===== src/apu_pkg.sv =====
package apu_pkg;

	typedef logic [15:0]	opcode_t;		// one code word
	typedef logic [7:0]		gpr_t;			// register value and alu width
	typedef logic [3:0]		gpr_idx_t;
	typedef logic [5:0]		border_t;		// low bits of the source reg

	localparam opcode_t OP_HALT = 16'hFFFF;	// also what the core sees while stopped

	// instruction class sits in opcode[15:12]
	typedef enum logic [3:0] {
		CLS_ALU_I_LAST	= 4'h7,		// 0..7 are alu with imm
		CLS_ALU_RR		= 4'h8,
		CLS_OUT			= 4'h9,
		CLS_JR			= 4'hA,
		CLS_WAIT		= 4'hB,
		CLS_HALT		= 4'hF
	} op_class_e;

	// same coding for imm and reg forms
	typedef enum logic [2:0] {
		ALU_LD,
		ALU_AND,
		ALU_OR,
		ALU_XOR,
		ALU_ADD,
		ALU_SUB,
		ALU_CMP,		// sub without write back
		ALU_TST			// and without write back
	} alu_func_e;

	// jr condition in opcode[11:8]
	typedef enum logic [3:0] {
		JC_ALWAYS	= 4'h0,
		JC_Z		= 4'h1,
		JC_C		= 4'h2,
		JC_NZ		= 4'h3,
		JC_NC_NZ	= 4'h4,		// unsigned greater
		JC_C_OR_Z	= 4'h5,		// unsigned less or equal
		JC_NC		= 4'h6,
		JC_N		= 4'h7,
		JC_NN		= 4'h8
	} jr_cond_e;

	// wait pin select, 6 and 7 read as zero
	typedef enum logic [2:0] {
		PIN_ONE,
		PIN_HSYNC_START,
		PIN_HBLANK,
		PIN_VSYNC,
		PIN_VBLANK,
		PIN_LINE_START
	} wait_pin_e;

	typedef enum logic [3:0] {
		PORT_BORDER	= 4'h0,
		PORT_COVOX	= 4'h1
	} out_port_e;

	typedef enum logic {
		ST_RUN,
		ST_HALTED
	} fetch_state_e;

	typedef struct packed {
		logic z;
		logic c;		// carry or borrow
		logic n;
	} flags_t;

	// video timing strobes and levels
	typedef struct packed {
		logic hsync_start;
		logic line_start;
		logic hblank;
		logic vsync;
		logic vblank;
	} video_pins_t;

	typedef struct packed {
		logic		en;
		gpr_idx_t	idx;
		gpr_t		data;
	} gpr_wr_t;

endpackage


===== src/apu_gpr.sv =====
`timescale 1ns/1ps

module apu_gpr
	import apu_pkg::*;
(
	input  logic		clk,
	input  gpr_idx_t	rd_a,			// destination operand
	input  gpr_idx_t	rd_b,			// source operand
	input  gpr_wr_t		wr,
	output gpr_t		q_a,
	output gpr_t		q_b
);

	gpr_t regs [16];

	// one write port, lands at the end of the exec cycle
	always_ff @(posedge clk)
	begin
		if (wr.en)
			regs[wr.idx] <= wr.data;
	end

	// async reads so exec sees operands in the same cycle
	assign q_a = regs[rd_a];
	assign q_b = regs[rd_b];

	// decode in exec must hand over a clean index with every write
	a_wr_idx_known: assert property (@(posedge clk)
		wr.en |-> !$isunknown(wr.idx))
		else $error("register write with unknown index");

endmodule


===== config.mk =====
export PLATFORM = sky130hd
export DESIGN_NAME = apu_gpr
export DESIGN_NICKNAME = d
export VERILOG_FILES = /design/src/apu_pkg.sv /design/src/apu_gpr.sv
export SDC_FILE = /design/constraint.sdc
export NUM_CORES = 1
export LEC_CHECK = 0
export BUFFER_PORTS_ARGS = -buffer_cell sky130_fd_sc_hd__buf_2
export CORE_AREA = 2 2 100 102
export CTS_CLUSTER_DIAMETER = 50
export DETAILED_ROUTE_END_ITERATION = 10
export DIE_AREA = 0 0 102 104
export HOLD_SLACK_MARGIN = 0.12
export PLACE_DENSITY = 0.88
export SLEW_MARGIN = 20
export SYNTH_ARGS = -nofsm -noshare
export SYNTH_HDL_FRONTEND = slang
export SYNTH_SLANG_ARGS = --single-unit

===== constraint.sdc =====
create_clock -name clk -period 3.1 [get_ports clk]
set_input_delay 0.62 -clock clk [delete_from_list [all_inputs] [get_ports clk]]
set_output_delay 0.62 -clock clk [all_outputs]
set_load 0.03 [all_outputs]

==> results.yml, run 1 <==
clock_network:
  cts-resized-gates: 0
  post-cts-setup-buffers: 0
  htreeDepth: 4
  cts_tree: "built"
  holdBufCountCts: 0
  root_buffer: "clkbuf_8"
  clock_sinks: 128
  clk_pin_slew_ns: 0.06
  cts_buffers: 17
  clock_path_buffers: 2
global_route:
  grt_pass1_vias: 3630
  grt-busiest-layer: "met2"
  grt_pass1_wl_um: 21500
  grt_max_degree: 33
  met2_usage_pct: 46.4
  met1_usage_pct: 39.9
  grt-ovfl-total: 0
  grtUsageTotal_pct: 29.5
  antenna_found_initial: 0
  grt_use_met3_pct: 7.80
drt:
  drtPass1Iterations: 5
  drt_wl_total_um: 14400
  postRouteAntennaNets: 0
  vias: 3527
  wl_per_cell_um: 28.8
  drc: 0
  drtIter0Drc: 428
  via_per_inst: 7.07
logic_synthesis:
  synth_compound_area_share_pct: 3.99
  synth_seq_cells: 128
  avgSynthCellArea_um2: 20.7
  synth_largest_area_cell: "edfxtp_1"
  ys_top_cells_by_area: "edfxtp_1 (64%), mux4_2 (13%), mux4_1 (12%), a22oi_1 (4.0%), buf_6 (1.1%)"
  yosysWarnings: 0
  synth_xor_area_share_pct: 0
  postSynthCellCount: 291
  synth_top_family_by_area: "multiplexers"
  syn_area_mm2: 0.00603
  synth_top_area_share_pct: 63.8
  synthAdderAreaFrac_pct: 0
  yosysSeqAreaShare_pct: 63.8
  synthMuxAreaShare_pct: 25.7
  synth-simple-area-share_pct: 3.61
  yosysUniqueCellTypes: 19
  syn_nets: 313
floorplanning:
  die_area_mm2: 0.0106
  start_util_pct: 63.1
  die_w_um: 102
  core_area_mm2: 0.00955
  ios: 38
  fp.dieH_um: 104
  rows: 36
min_path:
  hold_class: "input port to register"
finish:
  layout_common_cells: "edfxtp_1 (128), buf_2 (37), mux4_2 (34)"
  design_area_mm2: 0.00699
  nets: 375
  multi_input_area_mm2: 0.00201
  regMostFlops: "regs"
  drive_gt1_share_pct: 35.5
  mostFrequentLayoutCell: "edfxtp_1"
  fill_cells: 563
  reg_top3: "regs: 128 flops"
  syn2layout_area_growth_pct: 15.9
  largest_reg_flops: 128
  seq_area_mm2: 0.00384
  antenna_cells: 0
sta:
  slew_violations: 0
  period_minus_slack_ns: 2.91
  hold_viol_final: 0
  fin_crit_sh_pct: 93.7
  fin_setup_tns_ns: 0
  final-setup-viol-count: 0
  timing.fmax_mhz: 344
  relSlewSlack_pct: 27.0
  rsz0062_at_grt: "false"
  tightestPinTransition_ns: 1.09
placement:
  gp_congestion: 0.804
  placed_area_mm2: 0.00642
  io_buffers: 37
  dp_hpwl_um: 9180
setup_path:
  crit_arrival_ns: 2.29
  cp_max_fo: 8
  crit_type: "input port to output port"
  crit_required_ns: 2.48
  crit_path_end_kind: "output port"
  start_kind: "input port"
  startpoint: "rd_a[3]"
  worstSetupEndpoint: "q_a[5]"
pwr:
  p_comb_share_pct: 8.9
  peakVddDrop_v: 0.000410
  leakage_nw: 2.42
  power.density_mw_per_mm2: 602
  clockPowerShare_pct: 44.5
  switching_share_pct: 23.1
  intPower_mw: 3.23
  power_frac_seq_pct: 46.6
  p_sw_mw: 0.970
run_status:
  status: "finished clean"
run:
  maxCapViolations: 0
power groups by stage:
stage	registers [mW]	clock network (mW)	logic (mW)
2_1_floorplan	1.99	0	0.250
3_3_place_gp	1.99	0	0.359
3_5_place_dp	1.99	0	0.370
4_1_cts	1.96	1.88	0.373
5_1_grt	1.96	1.95	0.396
6_report	1.96	1.87	0.375
cells in the mapped netlist, drive strengths merged:
| cell type | count |
|---|---|
| and2 | 2 |
| nor2 | 14 |
| edfxtp | 128 |
| or3b | 1 |
| and2b | 2 |
| nor2b | 2 |
| nand2b | 2 |
| nand3b | 2 |
| nand3 | 1 |
| a22oi | 32 |
| nand2 | 17 |
| mux4 | 64 |
| nor3 | 4 |
| buf | 14 |
| clkdlybuf4s25 | 6 |
cells by family (layout without fill, tap and decap cells):
| kind of cell | Yosys count | count (layout) |
|---|---|---|
| DFF | 128 | 128 |
| muxes | 64 | 64 |
| and+or+nand+nor | 47 | 47 |
| AOI/OAI and AO/OA | 32 | 32 |
| buffers and inverters | 20 | 95 |
critical path, stage by stage:
cell     delay [ns]
buf_2          0.11
nor2b_1        0.86
a22oi_1        0.32
nand2_1        0.16
buf_2          0.21
metal layers:
| layer | up-vias | wire length [um] |
|---|---|---|
| met1 | 1827 | 5290 |
| met5 | - | 0 |
| met2 | 244 | 7430 |
| li1 | 1417 | - |
| met3 | 39 | 1270 |
| met4 | 0 | 387 |
metrics by stage:
stage / std cells / utilization [%] / power [mW] / setup WS (ns) / hold WS, ns
after floorplan: 291 / - / 2.24 / 0.680 / 0.719
after global placement: 467 / 67.3 / 2.35 / 0.325 / 0.999
after detailed placement: 467 / 67.3 / 2.36 / 0.280 / 1.01
after CTS: 499 / 73.2 / 4.22 / 0.280 / 0.471
after global routing: 499 / 73.2 / 4.31 / 0.216 / 0.474
final: 499 / 73.2 / 4.20 / 0.194 / 0.479
cell type report:
class / instances / area share [%]
multi-input cells: 143 / 28.8
flip-flops and latches: 128 / 55.0
clock buffers: 18 / 5.98
clock inverters: 14 / 2.04
repair buffers: 63 / 5.80
well taps: 133 / 2.38
how the worst min path moves through the flow:
stage,to,start,cells after the start
after detailed placement,regs[5][7]$_DFFE_PP_,wr[7],1
final,regs[11][4]$_DFFE_PP_,wr[4],1
after floorplan,regs[0][0]$_DFFE_PP_,wr[0],0
after global placement,regs[9][4]$_DFFE_PP_,wr[4],1
after CTS,regs[1][4]$_DFFE_PP_,wr[4],1
after global routing,regs[8][0]$_DFFE_PP_,wr[0],1
Power figures use the tool's default switching activity.
==> run 2, diff against run 1 <==
Settings changed: CORE_AREA 2 2 100 102 to 5 5 103 105, DIE_AREA 0 0 102 104 to 0 0 108 110, REMOVE_ABC_BUFFERS set to 1.
==> run 2 against run 1 <==
Against the previous run: sequential cell count unchanged; critical path depth unchanged; worst setup slack worse by 0.062 ns; clock-buffer cell count down 1; routed wire length up 9.1%; total power up 4.3%; cell count up 1.4%; die area up 12%; core utilization up 1.5 points; critical path type unchanged; largest cell class unchanged; largest power group is now clock.
==> results.yml, run 2 (synthesized netlist as in run 1, its figures left out) <==
sta:
  tightestPinTransition_ns: 0.959
  relSlewSlack_pct: 36.0
  timing.fmax_mhz: 337
  rsz0062_at_grt: "false"
  hold_viol_final: 0
  fin_setup_tns_ns: 0
  slew_violations: 0
  final-setup-viol-count: 0
  timing.final.ws_setup_ns: 0.132
  period_minus_slack_ns: 2.97
  fin_crit_sh_pct: 95.7
finish:
  antenna_cells: 0
  drive_gt1_share_pct: 37.3
  largest_reg_flops: 128
  layout_common_cells: "edfxtp_1 (128), buf_2 (37), mux4_2 (34)"
  reg_top3: "regs: 128 flops"
  syn2layout_area_growth_pct: 18.3
  regMostFlops: "regs"
  nets: 383
  mostFrequentLayoutCell: "edfxtp_1"
clock_network:
  cts_buffers: 17
  clock_sinks: 128
  root_buffer: "clkbuf_8"
  holdBufCountCts: 0
  clock_path_buffers: 2
  cts_tree: "built"
  cts-resized-gates: 0
  post-cts-setup-buffers: 0
  htreeDepth: 4
  clk_pin_slew_ns: 0.06
placement:
  dp_hpwl_um: 9420
  preCtsSetupSlack_ns: 0.193
  io_buffers: 37
  gp_congestion: 0.829
drt:
  drtIter0Drc: 420
  vias: 3670
  drc: 0
  via_per_inst: 7.25
  postRouteAntennaNets: 0
  drt_wl_total_um: 15700
  wl_per_cell_um: 31.0
  drtPass1Iterations: 5
setup_path:
  crit_path_end_kind: "output port"
  worstSetupEndpoint: "q_b[2]"
  cp_top_family: "multiplexers"
  crit_type: "input port to output port"
  start_kind: "input port"
  cp_num_cells: 5
  path_cells: "buf_2 > mux4_1 > a22oi_1 > nand2_1 > buf_2"
  crit_arrival_ns: 2.35
  crit_slowest_cell: "mux4_1"
  path_buf_inv: 2
  cp_max_fo: 12
  cp_common_cell: "buf_2"
  max_stage_delay_ns: 0.64
  startpoint: "rd_b[0]"
  crit_required_ns: 2.48
floorplanning:
  rows: 36
  start_util_pct: 63.1
  core_area_mm2: 0.00955
  die_w_um: 108
  fp.dieH_um: 110
  ios: 38
  die_area_mm2: 0.0119
pwr:
  peakVddDrop_v: 0.000443
  switching_share_pct: 22.3
  intPower_mw: 3.41
  leakage_nw: 2.50
  clockPowerShare_pct: 46.4
  finalPower_mw: 4.38
  p_comb_share_pct: 8.9
  p_sw_mw: 0.979
  power.density_mw_per_mm2: 615
  power_frac_seq_pct: 44.7
min_path:
  hold_class: "input port to register"
  holdPathStages: 1
global_route:
  grt-ovfl-total: 0
  grt_pass1_vias: 3902
  grt_pass1_wl_um: 23500
  grt_max_degree: 17
  antenna_found_initial: 0
  grtUsageTotal_pct: 28.9
run_status:
  status: "finished clean"
run:
  maxCapViolations: 0
run 2: stage by stage:
stage,instance area [um^2],instances,hold slack [ns],util [%]
after floorplan,5850,271,0.719,-
after global placement,6520,475,0.979,68.3
after detailed placement,6520,475,1.00,68.3
after CTS,7130,506,0.443,74.6
after global routing,7130,506,0.459,74.6
final,7130,506,0.463,74.6
run 2: layer usage:
| layer | up-vias | global-route usage (%) | wire (um) |
|---|---|---|---|
| li1 | 1435 | - | - |
| met1 | 1853 | 34.3 | 5150 |
| met2 | 316 | 46.8 | 7710 |
| met3 | 66 | 10.8 | 2150 |
| met4 | 0 | 14.8 | 676 |
| met5 | - | 0 | 0 |
run 2: final cells by class:
class	count	area [um^2]
Clock buffer	17	414
Clock inverter	14	191
Fill cell	541	2420
Multi-Input combinational cell	143	2010
Sequential cell	128	3840
Tap cell	133	166
Timing Repair Buffer	71	503
run 2: power groups by stage:
stage	logic [mW]	registers [mW]	clock network, mW
global route	0.410	1.96	2.13
CTS	0.388	1.96	2.05
detailed placement	0.382	1.99	0
floorplan	0.206	1.99	0
global placement	0.371	1.99	0
finish	0.391	1.96	2.03
run 2: worst min-delay path by stage:
| stage | startpoint | end | slack (ns) |
|---|---|---|---|
| 2_1_floorplan | wr[0] | regs[0][0]$_DFFE_PP_ | 0.72 |
| 3_3_place_gp | wr[0] | regs[12][0]$_DFFE_PP_ | 0.98 |
| 3_5_place_dp | wr[0] | regs[8][0]$_DFFE_PP_ | 1.0 |
| 4_1_cts | wr[0] | regs[11][0]$_DFFE_PP_ | 0.44 |
| 5_1_grt | wr[0] | regs[8][0]$_DFFE_PP_ | 0.46 |
| 6_report | wr[0] | regs[11][0]$_DFFE_PP_ | 0.46 |
