`src/apu_pkg.sv`:
```
package apu_pkg;

	typedef logic [15:0]	opcode_t;		// one code word
	typedef logic [7:0]		gpr_t;			// register value and alu width
	typedef logic [3:0]		gpr_idx_t;
	typedef logic [5:0]		border_t;		// low bits of the source reg

	localparam opcode_t OP_HALT = 16'hFFFF;	// also what the core sees while stopped

	// instruction class sits in opcode[15:12]
	typedef enum logic [3:0] {
		CLS_ALU_I_LAST	= 4'h7,		// 0..7 are alu with imm
		CLS_ALU_RR		= 4'h8,
		CLS_OUT			= 4'h9,
		CLS_JR			= 4'hA,
		CLS_WAIT		= 4'hB,
		CLS_HALT		= 4'hF
	} op_class_e;

	// same coding for imm and reg forms
	typedef enum logic [2:0] {
		ALU_LD,
		ALU_AND,
		ALU_OR,
		ALU_XOR,
		ALU_ADD,
		ALU_SUB,
		ALU_CMP,		// sub without write back
		ALU_TST			// and without write back
	} alu_func_e;

	// jr condition in opcode[11:8]
	typedef enum logic [3:0] {
		JC_ALWAYS	= 4'h0,
		JC_Z		= 4'h1,
		JC_C		= 4'h2,
		JC_NZ		= 4'h3,
		JC_NC_NZ	= 4'h4,		// unsigned greater
		JC_C_OR_Z	= 4'h5,		// unsigned less or equal
		JC_NC		= 4'h6,
		JC_N		= 4'h7,
		JC_NN		= 4'h8
	} jr_cond_e;

	// wait pin select, 6 and 7 read as zero
	typedef enum logic [2:0] {
		PIN_ONE,
		PIN_HSYNC_START,
		PIN_HBLANK,
		PIN_VSYNC,
		PIN_VBLANK,
		PIN_LINE_START
	} wait_pin_e;

	typedef enum logic [3:0] {
		PORT_BORDER	= 4'h0,
		PORT_COVOX	= 4'h1
	} out_port_e;

	typedef enum logic {
		ST_RUN,
		ST_HALTED
	} fetch_state_e;

	typedef struct packed {
		logic z;
		logic c;		// carry or borrow
		logic n;
	} flags_t;

	// video timing strobes and levels
	typedef struct packed {
		logic hsync_start;
		logic line_start;
		logic hblank;
		logic vsync;
		logic vblank;
	} video_pins_t;

	typedef struct packed {
		logic		en;
		gpr_idx_t	idx;
		gpr_t		data;
	} gpr_wr_t;

endpackage

```
`src/apu_exec.sv`:
```
`timescale 1ns/1ps

module apu_exec
	import apu_pkg::*;
(
	input  logic		clk,
	input  logic		rst_n,
	input  opcode_t		opcode,
	input  gpr_t		q_a,
	input  gpr_t		q_b,
	output gpr_idx_t	rd_a,
	output gpr_idx_t	rd_b,
	output gpr_wr_t		wr,
	output flags_t		flags,
	output border_t		border,
	output logic		border_we,
	output gpr_t		covox,
	output logic		covox_we
);

	op_class_e	cls;
	alu_func_e	func;
	out_port_e	port;
	logic		is_alu_i;
	logic		is_alu_rr;
	logic		is_alu;
	logic		is_out;
	logic		out_border;
	logic		out_covox;
	gpr_t		op_b;				// imm or source reg
	gpr_t		res;
	logic		c_res;
	logic		wb_en;				// result goes back to dst
	logic		flag_en;

	assign cls       = op_class_e'(opcode[15:12]);
	assign is_alu_i  = (cls <= CLS_ALU_I_LAST);
	assign is_alu_rr = (cls == CLS_ALU_RR);
	assign is_alu    = is_alu_i || is_alu_rr;
	assign is_out    = (cls == CLS_OUT);

	// imm form keeps func in the class bits
	assign func = is_alu_rr ? alu_func_e'(opcode[6:4]) : alu_func_e'(opcode[14:12]);
	assign port = out_port_e'(opcode[7:4]);

	// read ports wired straight from the fields
	assign rd_a = opcode[11:8];		// dst
	assign rd_b = opcode[3:0];		// src for rr and out

	assign op_b = is_alu_rr ? q_b : opcode[7:0];

	always_comb
	begin
		res     = op_b;
		c_res   = 1'b0;				// logic ops clear carry
		wb_en   = 1'b1;
		flag_en = 1'b1;
		case (func)
			ALU_LD:
			begin
				flag_en = 1'b0;		// plain move
			end
			ALU_AND:	res = q_a & op_b;
			ALU_OR:		res = q_a | op_b;
			ALU_XOR:	res = q_a ^ op_b;
			ALU_ADD:	{c_res, res} = {1'b0, q_a} + {1'b0, op_b};
			ALU_SUB:	{c_res, res} = {1'b0, q_a} - {1'b0, op_b};	// bit 8 is borrow
			ALU_CMP:
			begin
				{c_res, res} = {1'b0, q_a} - {1'b0, op_b};
				wb_en = 1'b0;
			end
			ALU_TST:
			begin
				res   = q_a & op_b;
				wb_en = 1'b0;
			end
		endcase
	end

	assign wr = '{en: is_alu && wb_en, idx: opcode[11:8], data: res};

	// next instruction sees the new flags
	always_ff @(posedge clk)
	begin
		if (is_alu && flag_en)
		begin
			flags.z <= (res == '0);
			flags.c <= c_res;
			flags.n <= res[7];
		end
	end

	// out decode, unknown port numbers are dropped
	assign out_border = is_out && (port == PORT_BORDER);
	assign out_covox  = is_out && (port == PORT_COVOX);

	always_ff @(posedge clk or negedge rst_n)
	begin
		if (!rst_n)
		begin
			border_we <= 1'b0;
			covox_we  <= 1'b0;
		end
		else
		begin
			border_we <= out_border;		// one pulse per out
			covox_we  <= out_covox;
		end
	end

	// port data holds between writes
	always_ff @(posedge clk)
	begin
		if (out_border)
			border <= q_b[5:0];
		if (out_covox)
			covox <= q_b;
	end

	// a single out feeds one port per cycle
	a_one_port: assert property (@(posedge clk) disable iff (!rst_n)
		!(border_we && covox_we))
		else $error("border and covox strobes together");

endmodule

```
`config.mk`:
```
export PLATFORM = sky130hd
export DESIGN_NAME = apu_exec
export DESIGN_NICKNAME = d
export VERILOG_FILES = /design/src/apu_pkg.sv /design/src/apu_exec.sv
export SDC_FILE = /design/constraint.sdc
export NUM_CORES = 1
export LEC_CHECK = 0
export BUFFER_PORTS_ARGS = -buffer_cell sky130_fd_sc_hd__buf_2
export CAP_MARGIN = 5
export CORE_UTILIZATION = 45
export DETAILED_ROUTE_END_ITERATION = 10
export PLACE_DENSITY = 0.81
export RECOVER_POWER = 100
export SLEW_MARGIN = 10
export SYNTH_ARGS = -nofsm -noshare
export SYNTH_HDL_FRONTEND = slang
export SYNTH_SLANG_ARGS = --single-unit
```
`constraint.sdc`:
```
create_clock -name clk -period 4.3 [get_ports clk]
set_input_delay 0.86 -clock clk [delete_from_list [all_inputs] [get_ports clk]]
set_output_delay 0.86 -clock clk [all_outputs]
set_load 0.01 [all_outputs]
```
==> results.toml, run 1 <==
[sta]
clock.fmax_mhz = 232.5
rsz0062_at_grt = "true"
fin_setup_tns_ns = -0.0007667
slew_violations = 10
min_period_ns = 4.301
fin_crit_sh_pct = 100.0
hold_viol = 0
setup_viol = 1
setup_ws_ns = -0.0007667
worst_pin_slew_ns = 1.723
max_slew_margin_pct = -16.50

[logic_synthesis]
synthCells = 241
avgSynthCellArea_um2 = 9.236
synth.top_cell.area_share_pct = 22.93
ys_warn_count = 0
async_reset_ff_share_pct = 10.53
ys_ff_latch = 19
synth-edff-count = 17
yosys.area.top_type = "edfxtp_1"
yosys-top-cells-area = "edfxtp_1 23%, ha_1 13%, buf_4 4.4%, inv_1 4.0%, mux2i_1 3.1%"
syn_nets = 299
ys.flop_type = "edfxtp_1"
ys_types = 62
yosys-top-cells-count = "24 x inv_1, 23 x ha_1, 17 x edfxtp_1"
yosysSeqAreaShare_pct = 25.18
yosysMostFrequentCell = "inv_1"
syn_area_um2 = 2226

[pwr]
total_power_uw = 682.5
leakage_nw = 1.272
power-per-cell-area_nw_per_um2 = 220.2
peakVddDrop_mv = 0.1113

[cells_and_area]
instances_no_fill = 399
n_fill_cell = 407
final_nets = 391
diodes = 0
finalCoreUtilization_pct = 65.18
final_layout_size_suffix_gt1_share_pct = 39.16
synthToLayoutAreaGrowth_pct = 39.24

[worst_setup_path]
cp-startpoint = "opcode[13]"
cpMostUsedCell = "buf_4"
end_kind = "output pin"
worstSetupPathType = "in2out"
worstPathArrival_ns = 3.44
crit_slowest_cell = "mux2i_4"
critPathMaxFanout = 5
max_stage_delay_ns = 0.30
cp.required_ns = 3.44
cp-start-kind = "primary input"
crit_path_cell_trace = "buf_8 > nor4b_4 > buf_6 > mux2i_4 > ha_4 > a21oi_4 > buf_4 > buf_4 > buf_4 > buf_4 > buf_4 > nand2_1 > a311oi_1 > o22ai_1 > a2bb2oi_2 > inv_1 > buf_2"

[status]
violations = "capacitance limit, slew limit, setup timing"
status = "finished, violations left"

[global_route]
grt_pass1_wl_mm = 10.29
grtUsageTotal_pct = 24.67
met3_usage_pct = 2.639
overflow = 0
grt_max_degree = 15
use_met2_pct = 43.72
antenna_found_initial = 0
grt.busiest_layer = "met2"
grt_pass1_vias = 2199
gr-usage-met1_pct = 31.96

[routing]
wl_mm = 6.560
drt-vias-per-instance = 5.930
vias = 2366
first_pass_iters = 5
ant_nets = 0
drc_errors = 0
avgRoutedWirePerCell_um = 16.44
detail_route.iter0.violations = 232

[clock_tree]
cts.clk_slew.worst_paths_ns = 0.06
root_buffer = "clkbuf_8"
cts_buffers = 3
htree_levels = 1
cts.sinks = 19
cts_tree = "built"
hold_buffers = 0
cts_buffer_depth = 2

[job]
maxCapViolations = 1

[hold_path]
hold_class = "in2async"

[floorplan]
die_x_um = 72.33
boundaryPins = 74
initial_utilization_pct = 46.82
core_area_um2 = 4755
dieHeight_um = 72.33
rows = 25
dieArea_um2 = 5232

[placement]
place.gp.congestion = 0.9807
portBuffers = 61
hpwl_mm = 4.963
placed_cells = 387
## path summary, 6_finish.rpt
check | endpoint | slack, ns | cells after the start
max in group asynchronous | border_we$_DFF_PN0_ | 3.78 | 1
max | wr[3] | -0.0008 | 17
min in group clk | covox[7]$_DFFE_PP_ | 0.81 | 1
min | covox_we$_DFF_PN0_ | 0.39 | 1
## cell usage in the layout (no fill, tap or decap), drive strengths merged, types with 6 or more instances in the layout
| master | n |
|---|---|
| ha | 23 |
| inv | 24 |
| mux2i | 7 |
| buf | 76 |
| clkbuf | 36 |
| a21oi | 13 |
| nand2 | 15 |
| nor2 | 15 |
| edfxtp | 17 |
| o21ai | 6 |
## routing by layer
| layer | vias to the layer above | part of all wire [%] |
|---|---|---|
| met5 | - | 0 |
| met4 | 0 | 2.0 |
| met3 | 20 | 8.5 |
| met2 | 143 | 49 |
| met1 | 1106 | 41 |
| li1 | 1097 | - |
## power breakdown
group | switching [mW] | internal (mW) | total [mW]
Sequential | 0.00122 | 0.206 | 0.207
Combinational | 0.185 | 0.177 | 0.362
Clock | 0.0477 | 0.0654 | 0.113
Total | 0.234 | 0.448 | 0.682
## sequential cells by signal, indices dropped and copies added, names as in the netlist
| name | flops |
|---|---|
| border | 6 |
| border_we | 1 |
| covox | 8 |
| covox_we | 1 |
| flags | 3 |
## area by class of cell
type	count	area (um^2)	area share, %
repair buffers	108	654.4	21.11
well taps	67	83.83	2.705
multi-input cells	177	1663	53.65
flip-flops and latches	19	560.5	18.09
clock buffers	4	45.04	1.453
inverters	24	92.59	2.987
## per-stage QoR
| step | area [um^2] | setup slack [ns] | hold slack, ns |
|---|---|---|---|
| after detailed placement | 2783 | -0.1756 | 0.6489 |
| after CTS | 3059 | -0.02696 | 0.3849 |
| after global placement | 2783 | -0.1457 | 0.6457 |
| after global routing | 3099 | -0.1381 | 0.3970 |
| final | 3099 | -0.0007667 | 0.3912 |
| after floorplan | 2240 | -0.01060 | 0.5644 |
## critical path, delay by kind of cell
family                     cells  cell delay (ns)
AOI/OAI and AO/OA              4             0.74
adders and majority gates      1             0.26
buffers and inverters          9             0.95
muxes                          1             0.30
and+or+nand+nor                2             0.32
## logic make-up after synthesis
kind of cell / share of synthesized area (%)
AOI/OAI and AO/OA: 26.76
and+or+nand+nor: 17.31
buffers and inverters: 10.57
adders and majority gates: 13.83
DFF: 25.18
muxes: 5.171
xor gates and xnor gates: 1.181
## repair_timing
item                                    in CTS  in global routing
resized for setup                           36                 20
endpoints found under the hold margin        0                  0
endpoints found under the setup margin       4                  5
setup buffers                                6                  2
pin swaps                                   17                 16
(Power assumes the default switching activity.)
==> inputs of run 2 (changes only) <==
Settings changed: ABC_AREA from default to 1, PLACE_DENSITY 0.81 to 0.82.
==> results.toml, run 2 <==
[status]
status = "complete, no violations"

[global_route]
grt_max_degree = 19
use_met2_pct = 38.68
grt.busiest_layer = "met2"
antenna_found_initial = 0
overflow = 0
met3_usage_pct = 3.376
gr-usage-met1_pct = 29.67
grtUsageTotal_pct = 22.94
grt_pass1_wl_mm = 9.439
grt_pass1_vias = 2169

[pwr]
power-per-cell-area_nw_per_um2 = 233.3
power_frac_seq_pct = 35.5
p_int_uw = 364.2
leakage_nw = 1.298
clockPowerShare_pct = 20.7
peakVddDrop_mv = 0.2000
comb_power_share_pct = 43.9
p_sw_uw = 220.7
p_sw_share_pct = 37.73

[placement]
place_ws_ns = -0.07248
hpwl_mm = 4.669
placed_cells = 418
portBuffers = 61
dpl_cell_area_um2 = 2491
place.gp.congestion = 0.9727

[cells_and_area]
finalCoreUtilization_pct = 55.67
n_fill_cell = 451
final_nets = 430
largest_reg_flops = 8
instances_no_fill = 423
final_cell_mix = "78 x nand2_1, 51 x inv_1, 37 x clkbuf_1"
reg_top3 = "covox: 8 flops, border: 6 flops, flags: 3 flops"
diodes = 0
finalInstanceArea_um2 = 2507
largest-register = "covox"
final_common_cell = "nand2_1"
synthToLayoutAreaGrowth_pct = 14.78
final_layout_size_suffix_gt1_share_pct = 17.25

[logic_synthesis]
yosys.area.top_type = "edfxtp_1"
yosys.area_share.simple_pct = 33.85
synth-edff-count = 17
ys_warn_count = 0
yosysSeqAreaShare_pct = 25.66
ys_ff_latch = 19
ys_types = 34
synth_compound_area_share_pct = 10.08
synthCells = 316
async_reset_ff_share_pct = 10.53
yosys-top-cells-area = "edfxtp_1 23%, nand2_1 13%, ha_1 13%, inv_1 8.8%, nand3_1 6.6%"
syn_area_um2 = 2185
synth_top_family_by_area = "simple AND/OR/NAND/NOR gates"
ys.flop_type = "edfxtp_1"
syn_nets = 374
yosysMostFrequentCell = "nand2_1"
avgSynthCellArea_um2 = 6.913
synth_fa_ha_area_share_pct = 14.09
yosys-top-cells-count = "78 x nand2_1, 51 x inv_1, 29 x nand3_1"
synthMuxAreaShare_pct = 0
synth.top_cell.area_share_pct = 23.37
synth-xor-area-share_pct = 1.203

[clock_tree]
cts.clk_slew.worst_paths_ns = 0.07
cts_buffers = 3
root_buffer = "clkbuf_8"
cts_buffer_depth = 2
htree_levels = 1
hold_buffers = 0
cts_tree = "built"
cts.sinks = 19

[floorplan]
rows = 24
core_area_um2 = 4504
dieArea_um2 = 5137
dieHeight_um = 71.68
initial_utilization_pct = 48.50
die_x_um = 71.68
boundaryPins = 74

[sta]
max_slew_margin_pct = 10.23
rsz0062_at_grt = "false"
min_period_ns = 4.030
fin_setup_tns_ns = 0
clock.fmax_mhz = 248.2
fin_crit_sh_pct = 93.71
setup_viol = 0
setup_ws_ns = 0.2704
worst_pin_slew_ns = 1.336
slew_violations = 0
hold_viol = 0

[routing]
drt-vias-per-instance = 5.234
drc_errors = 0
detail_route.iter0.violations = 159
avgRoutedWirePerCell_um = 13.38
vias = 2214
first_pass_iters = 4
wl_mm = 5.660
ant_nets = 0

[worst_setup_path]
worstSetupPathType = "in2out"
critPathMaxFanout = 17
cp-start-kind = "primary input"
worstPathArrival_ns = 3.17
cp.required_ns = 3.44
end_kind = "output pin"

[hold_path]
hold_class = "in2async"

[job]
maxCapViolations = 0
## run 2: cell families (layout without fill, tap and decap cells)
family / Yosys count / count (layout)
xor gates and xnor gates: 3 / 3
AOI/OAI and AO/OA: 37 / 37
buffers and inverters: 75 / 130
adders and majority gates: 24 / 24
and+or+nand+nor: 158 / 158
DFF: 19 / 19
## run 2: layout make-up
type / instances / area (um^2) / share of cell area [%]
flip-flops and latches: 19 / 560.5 / 22.36
clock buffers: 4 / 45.04 / 1.796
inverters: 57 / 214.0 / 8.533
multi-input cells: 222 / 1305 / 52.05
repair buffers: 69 / 317.8 / 12.67
well taps: 52 / 65.06 / 2.595
## run 2: power groups by stage
stage	combinational (mW)	sequential, mW	clock, mW
2_1_floorplan	0.175	0.214	0
3_3_place_gp	0.253	0.211	0
3_5_place_dp	0.256	0.211	0
4_1_cts	0.257	0.207	0.122
5_1_grt	0.290	0.208	0.130
6_report	0.257	0.207	0.121
## run 2: final timing paths
kind / from / endpoint
max in group asynchronous: rst_n / border_we$_DFF_PN0_
worst max-delay path: opcode[15] / wr[2]
worst min-delay path: rst_n / covox_we$_DFF_PN0_
min in group clk: q_b[7] / covox[7]$_DFFE_PP_
## run 2: per-layer routing
layer	share of wire, %	vias to the layer above
li1	-	1113
met1	44	998
met2	47	91
met3	6.0	12
met4	2.7	0
met5	0	-
## run 2: timing repair
item / CTS / global route
setup endpoints to repair: 2 / 6
gates resized for setup: 1 / 9
pin swaps: 0 / 1
buffers inserted: 0 / 1
## run 2: critical path, stage by stage
cell and delay [ns]:
buf_2 0.10, inv_2 0.04, nor2_4 0.15, nand2_4 0.15
nand2_1 0.09, o21ai_0 0.14, ha_2 0.25, fa_1 0.40
xor2_1 0.16, o21ai_0 0.20, o21ai_0 0.12, a21oi_1 0.13
nand3_1 0.08, nand2_1 0.11, inv_1 0.05, clkbuf_1 0.12
## run 2: stage by stage
stage / power [mW] / hold WS, ns
floorplan: 0.3889 / 0.5644
detailed placement: 0.4674 / 0.6517
global placement: 0.4640 / 0.6433
finish: 0.5849 / 0.3904
CTS: 0.5871 / 0.3823
global route: 0.6281 / 0.3771
